**src/common/rv_consts.svh**
```systemverilog
`ifndef RV_CONSTS_SVH
`define RV_CONSTS_SVH

// Station depth for the FX0 pipe
`define RV_FX0_ENTRIES 4

`define ITAG_SIZE_ENC 7
`define GPR_POOL_ENC 6

// Completion busses watched by waiting sources (fx0 and lq)
`define NUM_WAKE_BUSSES 2

`define INSTR_WIDTH 32

`endif

```
**src/common/rv_pkg.sv**
```systemverilog
`default_nettype none
`include "rv_consts.svh"

package rv_pkg;

   typedef logic [0:`ITAG_SIZE_ENC-1] itag_t;
   typedef logic [0:`GPR_POOL_ENC-1]  preg_t;
   typedef logic [0:`INSTR_WIDTH-1]   instr_t;

   // One source operand, dep stays set until its producer completes
   typedef struct packed {
      logic  v;
      preg_t p;
      logic  dep;
      itag_t itag;
   } src_t;

   typedef struct packed {
      itag_t  itag;
      instr_t instr;
      logic   t1_v;
      preg_t  t1_p;
      src_t   s1;
      src_t   s2;
   } rv_instr_t;

   typedef enum logic [1:0] {
      ENTRY_EMPTY,
      ENTRY_WAIT,
      ENTRY_READY
   } entry_state_t;

   typedef logic [0:$clog2(`RV_FX0_ENTRIES)-1] entry_idx_t;

endpackage

`default_nettype wire

```
**src/common/rv_issue_if.sv**
```systemverilog
`default_nettype none

// Issued record on its way from the rv1 register to ex0
interface rv_issue_if;
   import rv_pkg::*;

   logic      vld;
   rv_instr_t rec;

   modport issue_src (
      output vld,
      output rec
   );

   modport issue_dst (
      input vld,
      input rec
   );

endinterface

`default_nettype wire

```
**src/rv_station/rv_entry_queue.sv**
```systemverilog
`default_nettype none
`include "rv_consts.svh"

module rv_entry_queue (
   input  logic                        nclk,
   input  logic                        reset,
   input  logic                        rv0_instr_vld,
   input  rv_pkg::rv_instr_t           rv0_instr,
   input  logic [0:`NUM_WAKE_BUSSES-1] wake_vld,
   input  rv_pkg::itag_t               wake_itag [0:`NUM_WAKE_BUSSES-1],
   input  logic                        cp_flush,
   input  logic [0:`RV_FX0_ENTRIES-1]  issue_onehot,
   output logic [0:`RV_FX0_ENTRIES-1]  alloc_onehot,
   output logic [0:`RV_FX0_ENTRIES-1]  entry_ready,
   output rv_pkg::rv_instr_t           entries [0:`RV_FX0_ENTRIES-1]
);
   import rv_pkg::*;

   entry_state_t               state_q [0:`RV_FX0_ENTRIES-1];
   rv_instr_t                  rec_q   [0:`RV_FX0_ENTRIES-1];
   rv_instr_t                  rec_nxt [0:`RV_FX0_ENTRIES-1];
   logic [0:`RV_FX0_ENTRIES-1] ready_nxt;

   // Clears dep when any valid completion bus carries the awaited itag
   function automatic src_t wake_src(
      input src_t                        s,
      input logic [0:`NUM_WAKE_BUSSES-1] vld,
      input itag_t                       itag [0:`NUM_WAKE_BUSSES-1]
   );
      src_t r;
      r = s;
      for (int b = 0; b < `NUM_WAKE_BUSSES; b++) begin
         if (vld[b] && (itag[b] == s.itag)) begin
            r.dep = 1'b0;
         end
      end
      return r;
   endfunction

   // Lowest empty entry takes the dispatch, credits guarantee one exists
   always_comb begin
      alloc_onehot = '0;
      for (int i = `RV_FX0_ENTRIES - 1; i >= 0; i--) begin
         if (state_q[i] == ENTRY_EMPTY) begin
            alloc_onehot    = '0;
            alloc_onehot[i] = rv0_instr_vld;
         end
      end
   end

   // A wakeup on the dispatch cycle is applied to the incoming record too
   always_comb begin
      for (int i = 0; i < `RV_FX0_ENTRIES; i++) begin
         rec_nxt[i]    = alloc_onehot[i] ? rv0_instr : rec_q[i];
         rec_nxt[i].s1 = wake_src(rec_nxt[i].s1, wake_vld, wake_itag);
         rec_nxt[i].s2 = wake_src(rec_nxt[i].s2, wake_vld, wake_itag);
         ready_nxt[i]  = !rec_nxt[i].s1.dep && !rec_nxt[i].s2.dep;
      end
   end

   // Flush wins over a dispatch in the same cycle
   always_ff @(posedge nclk) begin
      for (int i = 0; i < `RV_FX0_ENTRIES; i++) begin
         if (reset || cp_flush) begin
            state_q[i] <= ENTRY_EMPTY;
         end else if (alloc_onehot[i]) begin
            state_q[i] <= ready_nxt[i] ? ENTRY_READY : ENTRY_WAIT;
         end else if (issue_onehot[i]) begin
            state_q[i] <= ENTRY_EMPTY;
         end else if ((state_q[i] == ENTRY_WAIT) && ready_nxt[i]) begin
            state_q[i] <= ENTRY_READY;
         end
      end
   end

   always_ff @(posedge nclk) begin
      for (int i = 0; i < `RV_FX0_ENTRIES; i++) begin
         if (alloc_onehot[i] || (state_q[i] == ENTRY_WAIT)) begin
            rec_q[i] <= rec_nxt[i];
         end
      end
   end

   always_comb begin
      for (int i = 0; i < `RV_FX0_ENTRIES; i++) begin
         entry_ready[i] = (state_q[i] == ENTRY_READY);
      end
   end

   assign entries = rec_q;

endmodule

`default_nettype wire

```
**src/rv_station/rv_issue_select.sv**
```systemverilog
`default_nettype none
`include "rv_consts.svh"

module rv_issue_select (
   input  logic                       nclk,
   input  logic                       reset,
   input  logic [0:`RV_FX0_ENTRIES-1] alloc_onehot,
   input  logic [0:`RV_FX0_ENTRIES-1] entry_ready,
   input  rv_pkg::rv_instr_t          entries [0:`RV_FX0_ENTRIES-1],
   input  logic                       fx0_rv_hold_all,
   input  logic                       cp_flush,
   output logic [0:`RV_FX0_ENTRIES-1] issue_onehot,
   output logic                       credit_free,
   rv_issue_if.issue_src              iss
);
   import rv_pkg::*;

   // Row i holds the entries that are older than entry i
   logic [0:`RV_FX0_ENTRIES-1] older_q [0:`RV_FX0_ENTRIES-1];
   logic [0:`RV_FX0_ENTRIES-1] oldest;
   entry_idx_t                 pick_idx;
   logic                       pick_vld;
   logic                       rv1_vld_q;
   rv_instr_t                  rv1_rec_q;

   // A new entry is younger than everyone, and its column is cleared
   // so stale bits left by earlier occupants never count
   always_ff @(posedge nclk) begin
      for (int i = 0; i < `RV_FX0_ENTRIES; i++) begin
         if (reset) begin
            older_q[i] <= '0;
         end else if (alloc_onehot[i]) begin
            older_q[i] <= ~alloc_onehot;
         end else begin
            older_q[i] <= older_q[i] & ~alloc_onehot;
         end
      end
   end

   always_comb begin
      for (int i = 0; i < `RV_FX0_ENTRIES; i++) begin
         oldest[i] = entry_ready[i] && !(|(older_q[i] & entry_ready));
      end
   end

   always_comb begin
      pick_idx = '0;
      for (int i = `RV_FX0_ENTRIES - 1; i >= 0; i--) begin
         if (oldest[i]) begin
            pick_idx = entry_idx_t'(i);
         end
      end
   end

   assign pick_vld     = (|oldest) && !fx0_rv_hold_all && !cp_flush;
   assign issue_onehot = pick_vld ? oldest : '0;

   always_ff @(posedge nclk) begin
      if (reset) begin
         rv1_vld_q <= 1'b0;
      end else begin
         rv1_vld_q <= pick_vld;
      end
   end

   always_ff @(posedge nclk) begin
      if (pick_vld) begin
         rv1_rec_q <= entries[pick_idx];
      end
   end

   assign iss.vld     = rv1_vld_q;
   assign iss.rec     = rv1_rec_q;
   // One credit goes back for every issued entry
   assign credit_free = rv1_vld_q;

endmodule

`default_nettype wire

```
**src/rtl/rv_ex0_stage.sv**
```systemverilog
`default_nettype none

module rv_ex0_stage (
   input  logic           nclk,
   input  logic           reset,
   rv_issue_if.issue_dst  iss,
   output rv_pkg::itag_t  ex0_itag,
   output rv_pkg::instr_t ex0_instr,
   output logic           ex0_t1_v,
   output rv_pkg::preg_t  ex0_t1_p
);
   import rv_pkg::*;

   itag_t  ex0_itag_q;
   instr_t ex0_instr_q;
   logic   ex0_t1_v_q;
   preg_t  ex0_t1_p_q;

   // Registers only load on a valid issue and hold otherwise
   always_ff @(posedge nclk) begin
      if (reset) begin
         ex0_itag_q  <= '0;
         ex0_instr_q <= '0;
         ex0_t1_v_q  <= 1'b0;
         ex0_t1_p_q  <= '0;
      end else if (iss.vld) begin
         ex0_itag_q  <= iss.rec.itag;
         ex0_instr_q <= iss.rec.instr;
         ex0_t1_v_q  <= iss.rec.t1_v;
         ex0_t1_p_q  <= iss.rec.t1_p;
      end
   end

   assign ex0_itag  = ex0_itag_q;
   assign ex0_instr = ex0_instr_q;
   assign ex0_t1_v  = ex0_t1_v_q;
   assign ex0_t1_p  = ex0_t1_p_q;

endmodule

`default_nettype wire

```
**src/rtl/rv_fx0_rvs.sv**
```systemverilog
`default_nettype none
`include "rv_consts.svh"

module rv_fx0_rvs (
   input  logic           nclk,
   input  logic           reset,

   input  logic           rv0_instr_vld,
   input  rv_pkg::itag_t  rv0_instr_itag,
   input  rv_pkg::instr_t rv0_instr_instr,
   input  logic           rv0_instr_t1_v,
   input  rv_pkg::preg_t  rv0_instr_t1_p,
   input  logic           rv0_instr_s1_v,
   input  rv_pkg::preg_t  rv0_instr_s1_p,
   input  logic           rv0_instr_s1_dep_hit,
   input  rv_pkg::itag_t  rv0_instr_s1_itag,
   input  logic           rv0_instr_s2_v,
   input  rv_pkg::preg_t  rv0_instr_s2_p,
   input  logic           rv0_instr_s2_dep_hit,
   input  rv_pkg::itag_t  rv0_instr_s2_itag,

   input  logic           fx0_rv_itag_vld,
   input  rv_pkg::itag_t  fx0_rv_itag,
   input  logic           lq_rv_ext_itag0_vld,
   input  rv_pkg::itag_t  lq_rv_ext_itag0,

   input  logic           cp_flush,
   input  logic           fx0_rv_hold_all,

   output logic           rv_fx0_vld,
   output rv_pkg::itag_t  rv_fx0_itag,
   output logic           rv_fx0_s1_v,
   output rv_pkg::preg_t  rv_fx0_s1_p,
   output logic           rv_fx0_s2_v,
   output rv_pkg::preg_t  rv_fx0_s2_p,

   output rv_pkg::itag_t  rv_fx0_ex0_itag,
   output rv_pkg::instr_t rv_fx0_ex0_instr,
   output logic           rv_fx0_ex0_t1_v,
   output rv_pkg::preg_t  rv_fx0_ex0_t1_p,

   output logic           rv_iu_fx0_credit_free
);
   import rv_pkg::*;

   rv_instr_t                   rv0_instr;
   logic [0:`NUM_WAKE_BUSSES-1] wake_vld;
   itag_t                       wake_itag [0:`NUM_WAKE_BUSSES-1];
   logic [0:`RV_FX0_ENTRIES-1]  alloc_onehot;
   logic [0:`RV_FX0_ENTRIES-1]  entry_ready;
   logic [0:`RV_FX0_ENTRIES-1]  issue_onehot;
   rv_instr_t                   entries [0:`RV_FX0_ENTRIES-1];

   rv_issue_if iss ();

   assign rv0_instr.itag  = rv0_instr_itag;
   assign rv0_instr.instr = rv0_instr_instr;
   assign rv0_instr.t1_v  = rv0_instr_t1_v;
   assign rv0_instr.t1_p  = rv0_instr_t1_p;
   assign rv0_instr.s1    = '{v: rv0_instr_s1_v, p: rv0_instr_s1_p,
                              dep: rv0_instr_s1_dep_hit, itag: rv0_instr_s1_itag};
   assign rv0_instr.s2    = '{v: rv0_instr_s2_v, p: rv0_instr_s2_p,
                              dep: rv0_instr_s2_dep_hit, itag: rv0_instr_s2_itag};

   // Bus 0 is the fx0 completion, bus 1 the lq completion
   assign wake_vld     = {fx0_rv_itag_vld, lq_rv_ext_itag0_vld};
   assign wake_itag[0] = fx0_rv_itag;
   assign wake_itag[1] = lq_rv_ext_itag0;

   rv_entry_queue queue (
      .nclk          (nclk),
      .reset         (reset),
      .rv0_instr_vld (rv0_instr_vld),
      .rv0_instr     (rv0_instr),
      .wake_vld      (wake_vld),
      .wake_itag     (wake_itag),
      .cp_flush      (cp_flush),
      .issue_onehot  (issue_onehot),
      .alloc_onehot  (alloc_onehot),
      .entry_ready   (entry_ready),
      .entries       (entries)
   );

   rv_issue_select select (
      .nclk            (nclk),
      .reset           (reset),
      .alloc_onehot    (alloc_onehot),
      .entry_ready     (entry_ready),
      .entries         (entries),
      .fx0_rv_hold_all (fx0_rv_hold_all),
      .cp_flush        (cp_flush),
      .issue_onehot    (issue_onehot),
      .credit_free     (rv_iu_fx0_credit_free),
      .iss             (iss.issue_src)
   );

   rv_ex0_stage ex0 (
      .nclk      (nclk),
      .reset     (reset),
      .iss       (iss.issue_dst),
      .ex0_itag  (rv_fx0_ex0_itag),
      .ex0_instr (rv_fx0_ex0_instr),
      .ex0_t1_v  (rv_fx0_ex0_t1_v),
      .ex0_t1_p  (rv_fx0_ex0_t1_p)
   );

   assign rv_fx0_vld  = iss.vld;
   assign rv_fx0_itag = iss.rec.itag;
   assign rv_fx0_s1_v = iss.rec.s1.v;
   assign rv_fx0_s1_p = iss.rec.s1.p;
   assign rv_fx0_s2_v = iss.rec.s2.v;
   assign rv_fx0_s2_p = iss.rec.s2.p;

endmodule

`default_nettype wire

```
**config.mk**
```make
export PLATFORM = sky130hd
export DESIGN_NAME = rv_fx0_rvs
export DESIGN_NICKNAME = d
export VERILOG_FILES = /design/src/common/rv_pkg.sv /design/src/common/rv_issue_if.sv /design/src/rv_station/rv_entry_queue.sv /design/src/rv_station/rv_issue_select.sv /design/src/rtl/rv_ex0_stage.sv /design/src/rtl/rv_fx0_rvs.sv
export VERILOG_INCLUDE_DIRS = /design/src /design/src/common
export SDC_FILE = /design/constraint.sdc
export NUM_CORES = 1
export LEC_CHECK = 0
export BUFFER_PORTS_ARGS = -buffer_cell sky130_fd_sc_hd__buf_2
export CAP_MARGIN = 0
export CORE_MARGIN = 2
export CORE_UTILIZATION = 54
export DETAILED_ROUTE_END_ITERATION = 10
export PLACE_DENSITY = 0.77
export SLEW_MARGIN = 20
export SYNTH_ARGS = -nofsm -noshare
export SYNTH_HDL_FRONTEND = slang
export SYNTH_SLANG_ARGS = --single-unit
export TNS_END_PERCENT = 5
```
**constraint.sdc**
```tcl
create_clock -name nclk -period 5.8 [get_ports nclk]
set_input_delay 1.45 -clock nclk [delete_from_list [all_inputs] [get_ports nclk]]
set_output_delay 1.45 -clock nclk [all_outputs]
set_load 0.01 [all_outputs]
```
# == Word-level counts from Yosys, hierarchy flattened ==
# Memory sizes are Yosys's and may differ from the RTL's.
# Cells that the tools add are included.
# totals
register_bits,411
mem_bits_rw,24
input_bits,97
output_inout_bits,69
wordCells,308
n_memories,2
# op_classes
magnitude_cmp,1
eq_ne,24
muxes,128
bitwise_logic,30
reduce_logical,62
# memory_table
name,words,width,read_ports,rd_ports_with_merged_regs,write_ports,line_no,rtl
select.older_q,4,4,4,0,4,rv_issue_select.sv:19,logic [0:`RV_FX0_ENTRIES-1] older_q [0:`RV_FX0_ENTRIES-1];
queue.state_q,4,2,4,0,4,rv_entry_queue.sv:19,entry_state_t state_q [0:`RV_FX0_ENTRIES-1];
# op_table
op,count
binary-select mux 76 bit (select 2 bit),1
2-to-1 mux 76 bit,2
== test 7 bit,16
2-to-1 mux 23 bit,4
2-to-1 mux 1 bit,89
2-to-1 mux 2 bit,21
2-to-1 mux 4 bit,10
AND 4 bit,8
logical AND 1 bit,30
OR 1 bit,20
OR reduction 4 bit,5
zero test 1 bit,14
== test 2 x 1 -> 1 bit (second input constant),4
== test 2 bit (second input constant),4
zero test 2 bit,4
AND reduction 2 bit,4
logical OR 1 bit,5
inverter 4 bit,1
greater-or-equal comparator 3 bit (second input constant),1
2-to-1 mux 3 bit,1
inverter 2 -> 3 bit,1

# == Depth between registers and ports, before layout ==
# Gate-level depths: netlist of the first run.
# An unclocked memory read counts as a cell.
# logic_depth
word_depth,20
mapped_depth,11
mapped_depth_nobuf,8

# == Hierarchy ==
# A second synthesis of the first run with hierarchy kept.
# unflattened
cells_unflattened,1623
area_unflattened_um2,21737.1
# by_module_without_submodules
mod,n_inst,cells_per_inst,area_per_inst_um2,seq_area_each_um2
rv_entry_queue,1,795,12543.3,9369.0
rv_issue_select,1,680,7523.5,2782.7
rv_ex0_stage,1,148,1670.4,920.9

# == Least setup slack after synthesis of the first run ==
# OpenSTA, ideal clock, no wires.
# synth_path
path_kind,input port to flip-flop
startpoint,input port fx0_rv_hold_all
endpoint,"register select.rv1_rec_q, in the netlist select.iss.rec[10], enable pin"
setup_ns,0.552
arrival_ns,5.641
required_ns,5.248
setup_slack_ns,-0.394
cell_stages,1
path_buffers,0
cell_sequence,nor3_1
# synth_via
elab_chain_cells,3
# synth_lines
item,line_no,rtl
"start, declared",rv_fx0_rvs.sv:28,"input logic fx0_rv_hold_all,"
zero test 1 bit,rv_issue_select.sv:55,assign pick_vld = (|oldest) && !fx0_rv_hold_all && !cp_flush;
logical AND 1 bit (2 in a row),rv_issue_select.sv:55,
"end signal, assigned",rv_issue_select.sv:68,rv1_rec_q <= entries[pick_idx];
"end, declared",rv_issue_select.sv:24,rv_instr_t rv1_rec_q;
# No other way between the ends.
# A chain may end at the register's enable or synchronous reset.

==> results by group, run 1 <==
Detailed routing
  – DRT iter0 DRCs: 975
  – Wl on met1: approximately 18000 um
  – Met3 wire length: 4472 um
  – Max Used Layer: met5
  – Met2 WL: 20860 um
  – Wire per inst: 22.76 um
  – DRT Wirelength: about 45000 um
  – First drt pass iteration count: 5
  – Via count: between 10000 and 15000
  – # DRC: 0
  – DR vias/cell: approximately 5.9
  – Routed Antenna Nets: 0

STA
  – Worst slew margin: 27.08%
  – Period Utilization, post-route: 71.67%
  – Setup violations, final: 0
  – Clock skew: between 0.02 and 0.025 ns
  – Setup TNS: 0 ns
  – RSZ-0062 raised after global routing: no
  – Worst slew pin tran: 1.094 ns
  – Fmax: 0.2406 GHz
  – Slew Viols, Final: 0
  – Hold Violations, Final: 0
  – Final min period: 4.157 ns

Setup path
  – Crit-path leading delay family: simple AND/OR/NAND/NOR gates
  – CP required: between 6 and 7 ns
  – Crit start category: input port
  – Reg2reg start: queue.state_q[0][0]
  – Worst reg-to-reg path cell count: 8
  – Reg2reg setup slack: 2.02 ns
  – Slowest-stage cell, CP: or4_1
  – CP arrival: 4.39 ns
  – Buf/Inv on CP: 2
  – CP peak stage delay: 0.68 ns
  – CP cell instances: buf_2 > o21a_1 > nand2_2 > clkinv_2 > or4_1 > a222oi_1 > or3_1 > o22ai_1 > o221ai_1
  – Reg-to-Reg End: queue.state_q[0][2]
  – Crit path capture type: register
  – Critical path type: in2reg
  – Crit path max fanout: 34

GRT
  – GRT overflow: 0
  – Global-route wire length before repair: 68030 um
  – GRT Total Usage: 24.71%
  – Number of global-route vias before repair: 11810
  – Largest net degree at the start of global routing: 67
  – Initial antenna violation count: 5

Clock network
  – Clock Path Buffers: 3
  – # hold bufs at CTS: 0
  – Clock root cell: clkbuf_16
  – Clock-pin slew on the worst setup and hold paths: 0.06 ns
  – TritonCTS clock tree: done
  – Cts bufs inserted: 45
  – H-tree depth: 2
  – Setup repair bufs after CTS: 0
  – Worst-skew pair later-pin latency: 0.56 ns
  – CTS-repair resized insts: 0
  – Clock sink total: 435

Pwr
  – Pwr Total: 7.255 mW
  – Maximum VDD drop: approximately 0.26 mV
  – PD cells: 336.5 nW/um^2
  – Leak: between 7 and 8 nW

Placed design
  – # port buffers: approximately 170
  – RD Place Congestion: 1.047
  – Hpwl dp: approximately 27000 um
  – Placed Area: 20150 um^2

Synth
  – Leading area contributor after synthesis: edfxtp_1
  – Area share of the largest cell type after synthesis: 61.20%
  – Synth warn: 0
  – Synthesized area per cell: 14.12 um^2
  – Yosys reg bits: 435
  – Post-synth EDFFs: 388
  – FFs w/ async S/R, synth: 0%
  – Post-synthesis instance area: 19040 um^2
  – Area contributors post-synth: edfxtp_1 (61%), mux2i_1 (12%), dfxtp_1 (4.9%), xnor2_1 (2.6%), nand2_1 (2.0%)
  – Syn Inst Count: 1348
  – Post-synthesis sequential area ratio: between 60% and 70%
  – Top FF cell, synth: edfxtp_1
  – Number of unique standard cell types used by synthesis: slightly above 70

Layout
  – Area grow syn2layout: 13.26%
  – Register Area: 12600 um^2
  – Final Cell Area: ~22000 um^2
  – Fillers: 2590
  – Multi-input gate area: between 5000 and 6000 um^2
  – Final Core Density: 62.27%
  – Fraction of layout cells with a size suffix above 1: 18.72%
  – Layout Nets: 1589

Outcome
  – Outcome: finished clean

Hold path
  – Hold Path End: ex0.ex0_instr[27]
  – Hold_sp: select.iss.rec[64]
  – HP Class: reg2reg
  – WHS Path Cells: 2

Run
  – Maxcap violations: 0

Floorplan
  – Core ar.: 34630 um^2
  – Die width: 191.8 um
  – # rows: 68
  – Die Area: 36770 um^2
  – Initial core utilization: 54.98%
  – Die height: 191.8 um
  – # IOs: 166
## tightest hold or removal path: stages (launching register included)
cell,delay [ns]
edfxtp_1,0.32
mux2i_1,0.06
nor2_1,0.07
## through the flow
step	instances	setup slack (ns)	hold WS (ns)
3_3_place_gp	1899	1.195	0.4610
5_1_grt	1983	1.364	0.5026
2_1_floorplan	1363	1.170	0.4566
4_1_cts	1983	1.671	0.4902
3_5_place_dp	1900	1.095	0.4746
6_report	1985	1.643	0.4837
## registers in the layout, indices dropped and copies added, names as in the netlist
signal,count
select.older_q,16
select.credit_free,1
ex0.ex0_itag,7
ex0.ex0_t1_p,6
select.iss.rec,60
ex0.ex0_t1_v,1
ex0.ex0_instr,32
queue.state_q,8
queue.entries,304
## power by group
part	internal, mW	switching (mW)
Sequential	3.64	0.0866
Clock	1.57	1.17
Combinational	0.299	0.495
Total	5.51	1.75
## area by class of cell
type                            count  share of cell area, %
Timing Repair Buffer              178                  4.491
Clock buffer                       63                  5.681
Clock inverter                     20                 0.8298
Inverter                           39                 0.7079
Antenna cell                        2                0.02321
Tap cell                          455                  2.640
Sequential cell                   435                  58.41
Multi-Input combinational cell    793                  27.21
## how the worst max path moves through the flow
stage / from / to / slack (ns) / cells after the start
after CTS: rv0_instr_vld / queue.state_q[0][2] / 1.67 / 9
after floorplan: rv0_instr_vld / queue.entries[244] / 1.17 / 7
after global placement: rv0_instr_vld / queue.state_q[0][2] / 1.20 / 9
after detailed placement: rv0_instr_vld / queue.state_q[0][2] / 1.09 / 9
final: rv0_instr_vld / queue.state_q[0][2] / 1.64 / 9
after global routing: rv0_instr_vld / queue.state_q[0][2] / 1.36 / 9
## cell usage after synthesis, drive strengths merged (12+ instances only)
cell	n
o21ai	16
nand2	105
dfxtp	47
buf	72
mux2i	236
a21oi	21
clkbuf	24
inv	37
a2111oi	12
edfxtp	388
nor2	81
xnor2	57
nand4	12
nand2b	15
xor2	30
mux2	19
nor3	18
nor4	15
nor2b	26
## logic make-up (layout without fill, tap and decap cells)
group / Yosys count / after routing / synth area share [%]
other: 1 / 18 / 0.01970
muxes: 255 / 255 / 13.55
buffers and inverters: 135 / 300 / 3.490
AOI/OAI and AO/OA: 128 / 128 / 5.126
and+or+nand+nor: 307 / 307 / 7.670
DFF: 435 / 435 / 66.14
xor gates and xnor gates: 87 / 87 / 4.002
## routing by layer
layer	vias up	GRT usage, %
met5	-	0
met4	8	9.172
met3	137	6.541
met2	566	39.50
met1	5650	32.58
li1	5288	-
## layout by cell type, fill, tap and decap left out, types with 4 or more instances in the layout
cell,netlist,routed
a2111oi_0,7,7
a21oi_1,20,19
a221oi_1,9,9
a22oi_1,5,5
a31oi_1,6,6
and3_1,5,5
buf_2,37,165
buf_4,23,10
clkbuf_1,24,16
clkbuf_16,0,46
clkinv_1,2,7
clkinv_2,0,12
conb_1,1,16
dfxtp_1,47,46
edfxtp_1,388,388
inv_1,35,33
mux2_2,18,18
mux2i_1,236,236
nand2_1,103,102
nand2b_1,15,15
nand3_1,7,7
nand4_1,12,12
nor2_1,80,80
nor2b_1,26,26
nor3_1,18,17
nor3b_1,5,5
nor4_1,15,15
o2111ai_1,7,7
o211ai_1,5,5
o21ai_0,15,15
o221ai_1,11,11
or2_2,4,4
xnor2_1,57,57
xor2_1,30,30
No activity file was read; power rests on OpenSTA's default activity.
==> inputs of run 2 (changes only) <==
--- a/config.mk
+++ b/config.mk
@@ -6,12 +6,13 @@
 export SDC_FILE = /design/constraint.sdc
 export NUM_CORES = 1
 export LEC_CHECK = 0
+export ABC_AREA = 1
 export BUFFER_PORTS_ARGS = -buffer_cell sky130_fd_sc_hd__buf_2
 export CAP_MARGIN = 0
 export CORE_MARGIN = 2
-export CORE_UTILIZATION = 54
+export CORE_UTILIZATION = 55
 export DETAILED_ROUTE_END_ITERATION = 10
-export PLACE_DENSITY = 0.77
+export PLACE_DENSITY = 0.75
 export SLEW_MARGIN = 20
 export SYNTH_ARGS = -nofsm -noshare
 export SYNTH_HDL_FRONTEND = slang
==> constraint.sdc (replaced) <==
create_clock -name nclk -period 4.3 [get_ports nclk]
set_input_delay 1.075 -clock nclk [delete_from_list [all_inputs] [get_ports nclk]]
set_output_delay 1.075 -clock nclk [all_outputs]
set_load 0.01 [all_outputs]
==> run 2 against run 1 <==
Setup slack lost 0.82 ns. Clock skew fell by 0.0037 ns. Sequential share of layout area fell by 0.39 points. Clock power increased by 36%. Synthesized area grew 0.98%. Via count up 22%. Cell area increased by 0.65%. Routed wire length up 12%. Critical path type is now reg2reg.
==> results by group, run 2 <==
Floorplan
  – Core ar.: 34460 um^2
  – # rows: 68
  – # IOs: 166
  – Initial core utilization: 55.79%
  – Die Area: 36470 um^2
  – Die height: about 190 um
  – Die width: 191.0 um

Clock network
  – Clock root cell: clkbuf_16
  – Clock Path Buffers: 3
  – Worst-skew pair later-pin latency: 0.56 ns
  – CTS-repair resized insts: 0
  – Clock-pin slew on the worst setup and hold paths: 0.06 ns
  – Setup repair bufs after CTS: 0
  – Clock sink total: 435
  – # hold bufs at CTS: 0
  – TritonCTS clock tree: done
  – Cts bufs inserted: 44
  – H-tree depth: 2

STA
  – Fmax: 0.2872 GHz
  – Clock skew: 0.01658 ns
  – Final hold slack: 0.4698 ns
  – Setup violations, final: 0
  – Slew Viols, Final: 0
  – Worst slew pin tran: approximately 1.0 ns
  – Worst slew margin: between 30% and 40%
  – Final min period: 3.481 ns
  – Hold Violations, Final: 0
  – Setup TNS: 0 ns
  – RSZ-0062 raised after global routing: no
  – PnR worst setup slack: just over 0.8 ns
  – Period Utilization, post-route: 80.96%

Synth
  – Synth warn: 0
  – Area share of the largest cell type after synthesis: 60.61%
  – Top FF cell, synth: edfxtp_1
  – Area contributors post-synth: edfxtp_1 (61%), nand2_1 (9.7%), dfxtp_1 (4.9%), nand3_1 (4.5%), o21ai_0 (3.9%)
  – Post-synthesis sequential area ratio: 65.50%
  – Synthesized area per cell: slightly above 10 um^2
  – Syn Inst Count: about 1900
  – Post-synth EDFFs: around 390
  – FFs w/ async S/R, synth: 0%
  – Synth top cells by count: nand2_1 (495), edfxtp_1 (388), nand3_1 (174), o21ai_0 (150), nor2_1 (141)
  – Post-synthesis instance area: between 15000 and 20000 um^2
  – Most numerous cell in the Yosys netlist: nand2_1
  – Yosys reg bits: 435
  – Number of unique standard cell types used by synthesis: between 40 and 50
  – Leading area contributor after synthesis: edfxtp_1

Layout
  – Max reg flops: 304
  – Most common cell after layout, fill and taps aside: nand2_1
  – Layout Nets: approximately 2100
  – Non-Filler Instances: around 2500
  – Register Area: roughly 13000 um^2
  – Fillers: 2788
  – Final Core Density: 62.98%
  – Fraction of layout cells with a size suffix above 1: 14.65%
  – Area grow syn2layout: 12.89%
  – Final Cell Area: 21700 um^2
  – Multi-input gate area: 5598 um^2
  – Most frequent cells in the layout: nand2_1 (494), edfxtp_1 (388), nand3_1 (174)

Detailed routing
  – DRT Wirelength: 50830 um
  – Via count: 14260
  – Wire per inst: 20.32 um
  – DR vias/cell: 5.703
  – Routed Antenna Nets: 0
  – # DRC: 0
  – DRT iter0 DRCs: 1541
  – First drt pass iteration count: 6

Placed design
  – Placed Area: 20280 um^2
  – # port buffers: roughly 170
  – DP Cell Count: 2414
  – Dpl ws: 0.7455 ns
  – RD Place Congestion: slightly above 0.9
  – Hpwl dp: 30140 um

Setup path
  – Crit start category: register
  – CP required: 4.60 ns
  – Crit path capture type: register
  – Reg2reg setup slack: ~0.8 ns
  – CP arrival: 3.78 ns
  – Critical path type: reg2reg
  – Crit path max fanout: 66

GRT
  – Number of global-route vias before repair: 13610
  – Global-route wire length before repair: between 70000 and 80000 um
  – GRT overflow: 0
  – GRT Total Usage: 27.82%
  – Largest net degree at the start of global routing: 93
  – Initial antenna violation count: 6

Hold path
  – HP Class: reg2reg

Pwr
  – Maximum VDD drop: between 0.3 and 0.4 mV
  – Leak: ~9 nW
  – Pwr Total: 9.984 mW
  – PD cells: 460.0 nW/um^2

Run
  – Maxcap violations: 0

Outcome
  – Outcome: finished clean
==> run 2: cell types whose count changed in the layout (fill, tap and decap cells not counted), moves of 57 or more <==
cell,previous run,this run
inv_1,33,117
o21ai_0,15,149
nor2_1,80,140
nand2_1,102,494
xnor2_1,57,0
mux2i_1,236,0
nand3_1,7,174
==> run 2: layout make-up <==
class	instances	area share, %
clock inverters	18	0.8186
clock buffers	64	5.702
inverters	135	2.346
well taps	455	2.623
multi-input cells	1205	25.79
diodes	5	0.05765
repair buffers	184	4.635
flip-flops and latches	435	58.02
==> run 2: path summary, 6_finish.rpt <==
| path | endpoint | startpoint | cells past startpoint |
|---|---|---|---|
| worst max-delay path | select.iss.rec[14] | queue.state_q[1][2] | 9 |
| worst min-delay path | ex0.ex0_instr[10] | select.iss.rec[47] | 2 |
| worst min register to register | ex0.ex0_instr[10] | select.iss.rec[47] | 2 |
| worst max register to register | select.iss.rec[14] | queue.state_q[1][2] | 9 |
==> run 2: cell families (layout without fill, tap and decap cells) <==
family | Yosys count | in the layout | synth area share, %
AOI/OAI and AO/OA | 310 | 310 | 8.877
xor gates and xnor gates | 19 | 19 | 0.8656
buffers and inverters | 250 | 401 | 5.838
DFF | 435 | 435 | 65.50
other | 1 | 21 | 0.01951
and+or+nand+nor | 860 | 860 | 18.90
==> run 2: per-layer routing <==
layer,vias up,GRT usage [%],share of wire (%)
li1,6662,-,-
met1,6740,37.09,40
met2,698,44.18,46
met3,154,6.885,10
met4,8,10.82,3.8
met5,-,0,0.11
==> run 2: critical path, cell delays in order (launching register included) <==
cell	delay, ns
edfxtp_1	0.37
inv_1	0.15
nand2_1	0.17
nor3_1	0.23
nand2_1	0.14
o21ai_4	0.73
nand2_4	0.62
buf_4	0.44
o21ai_0	0.23
o21ai_0	0.12
==> run 2: where the power goes <==
part	switching (mW)	total (mW)	internal, mW
Sequential	0.0694	4.99	4.92
Combinational	0.905	1.25	0.347
Clock	1.61	3.74	2.14
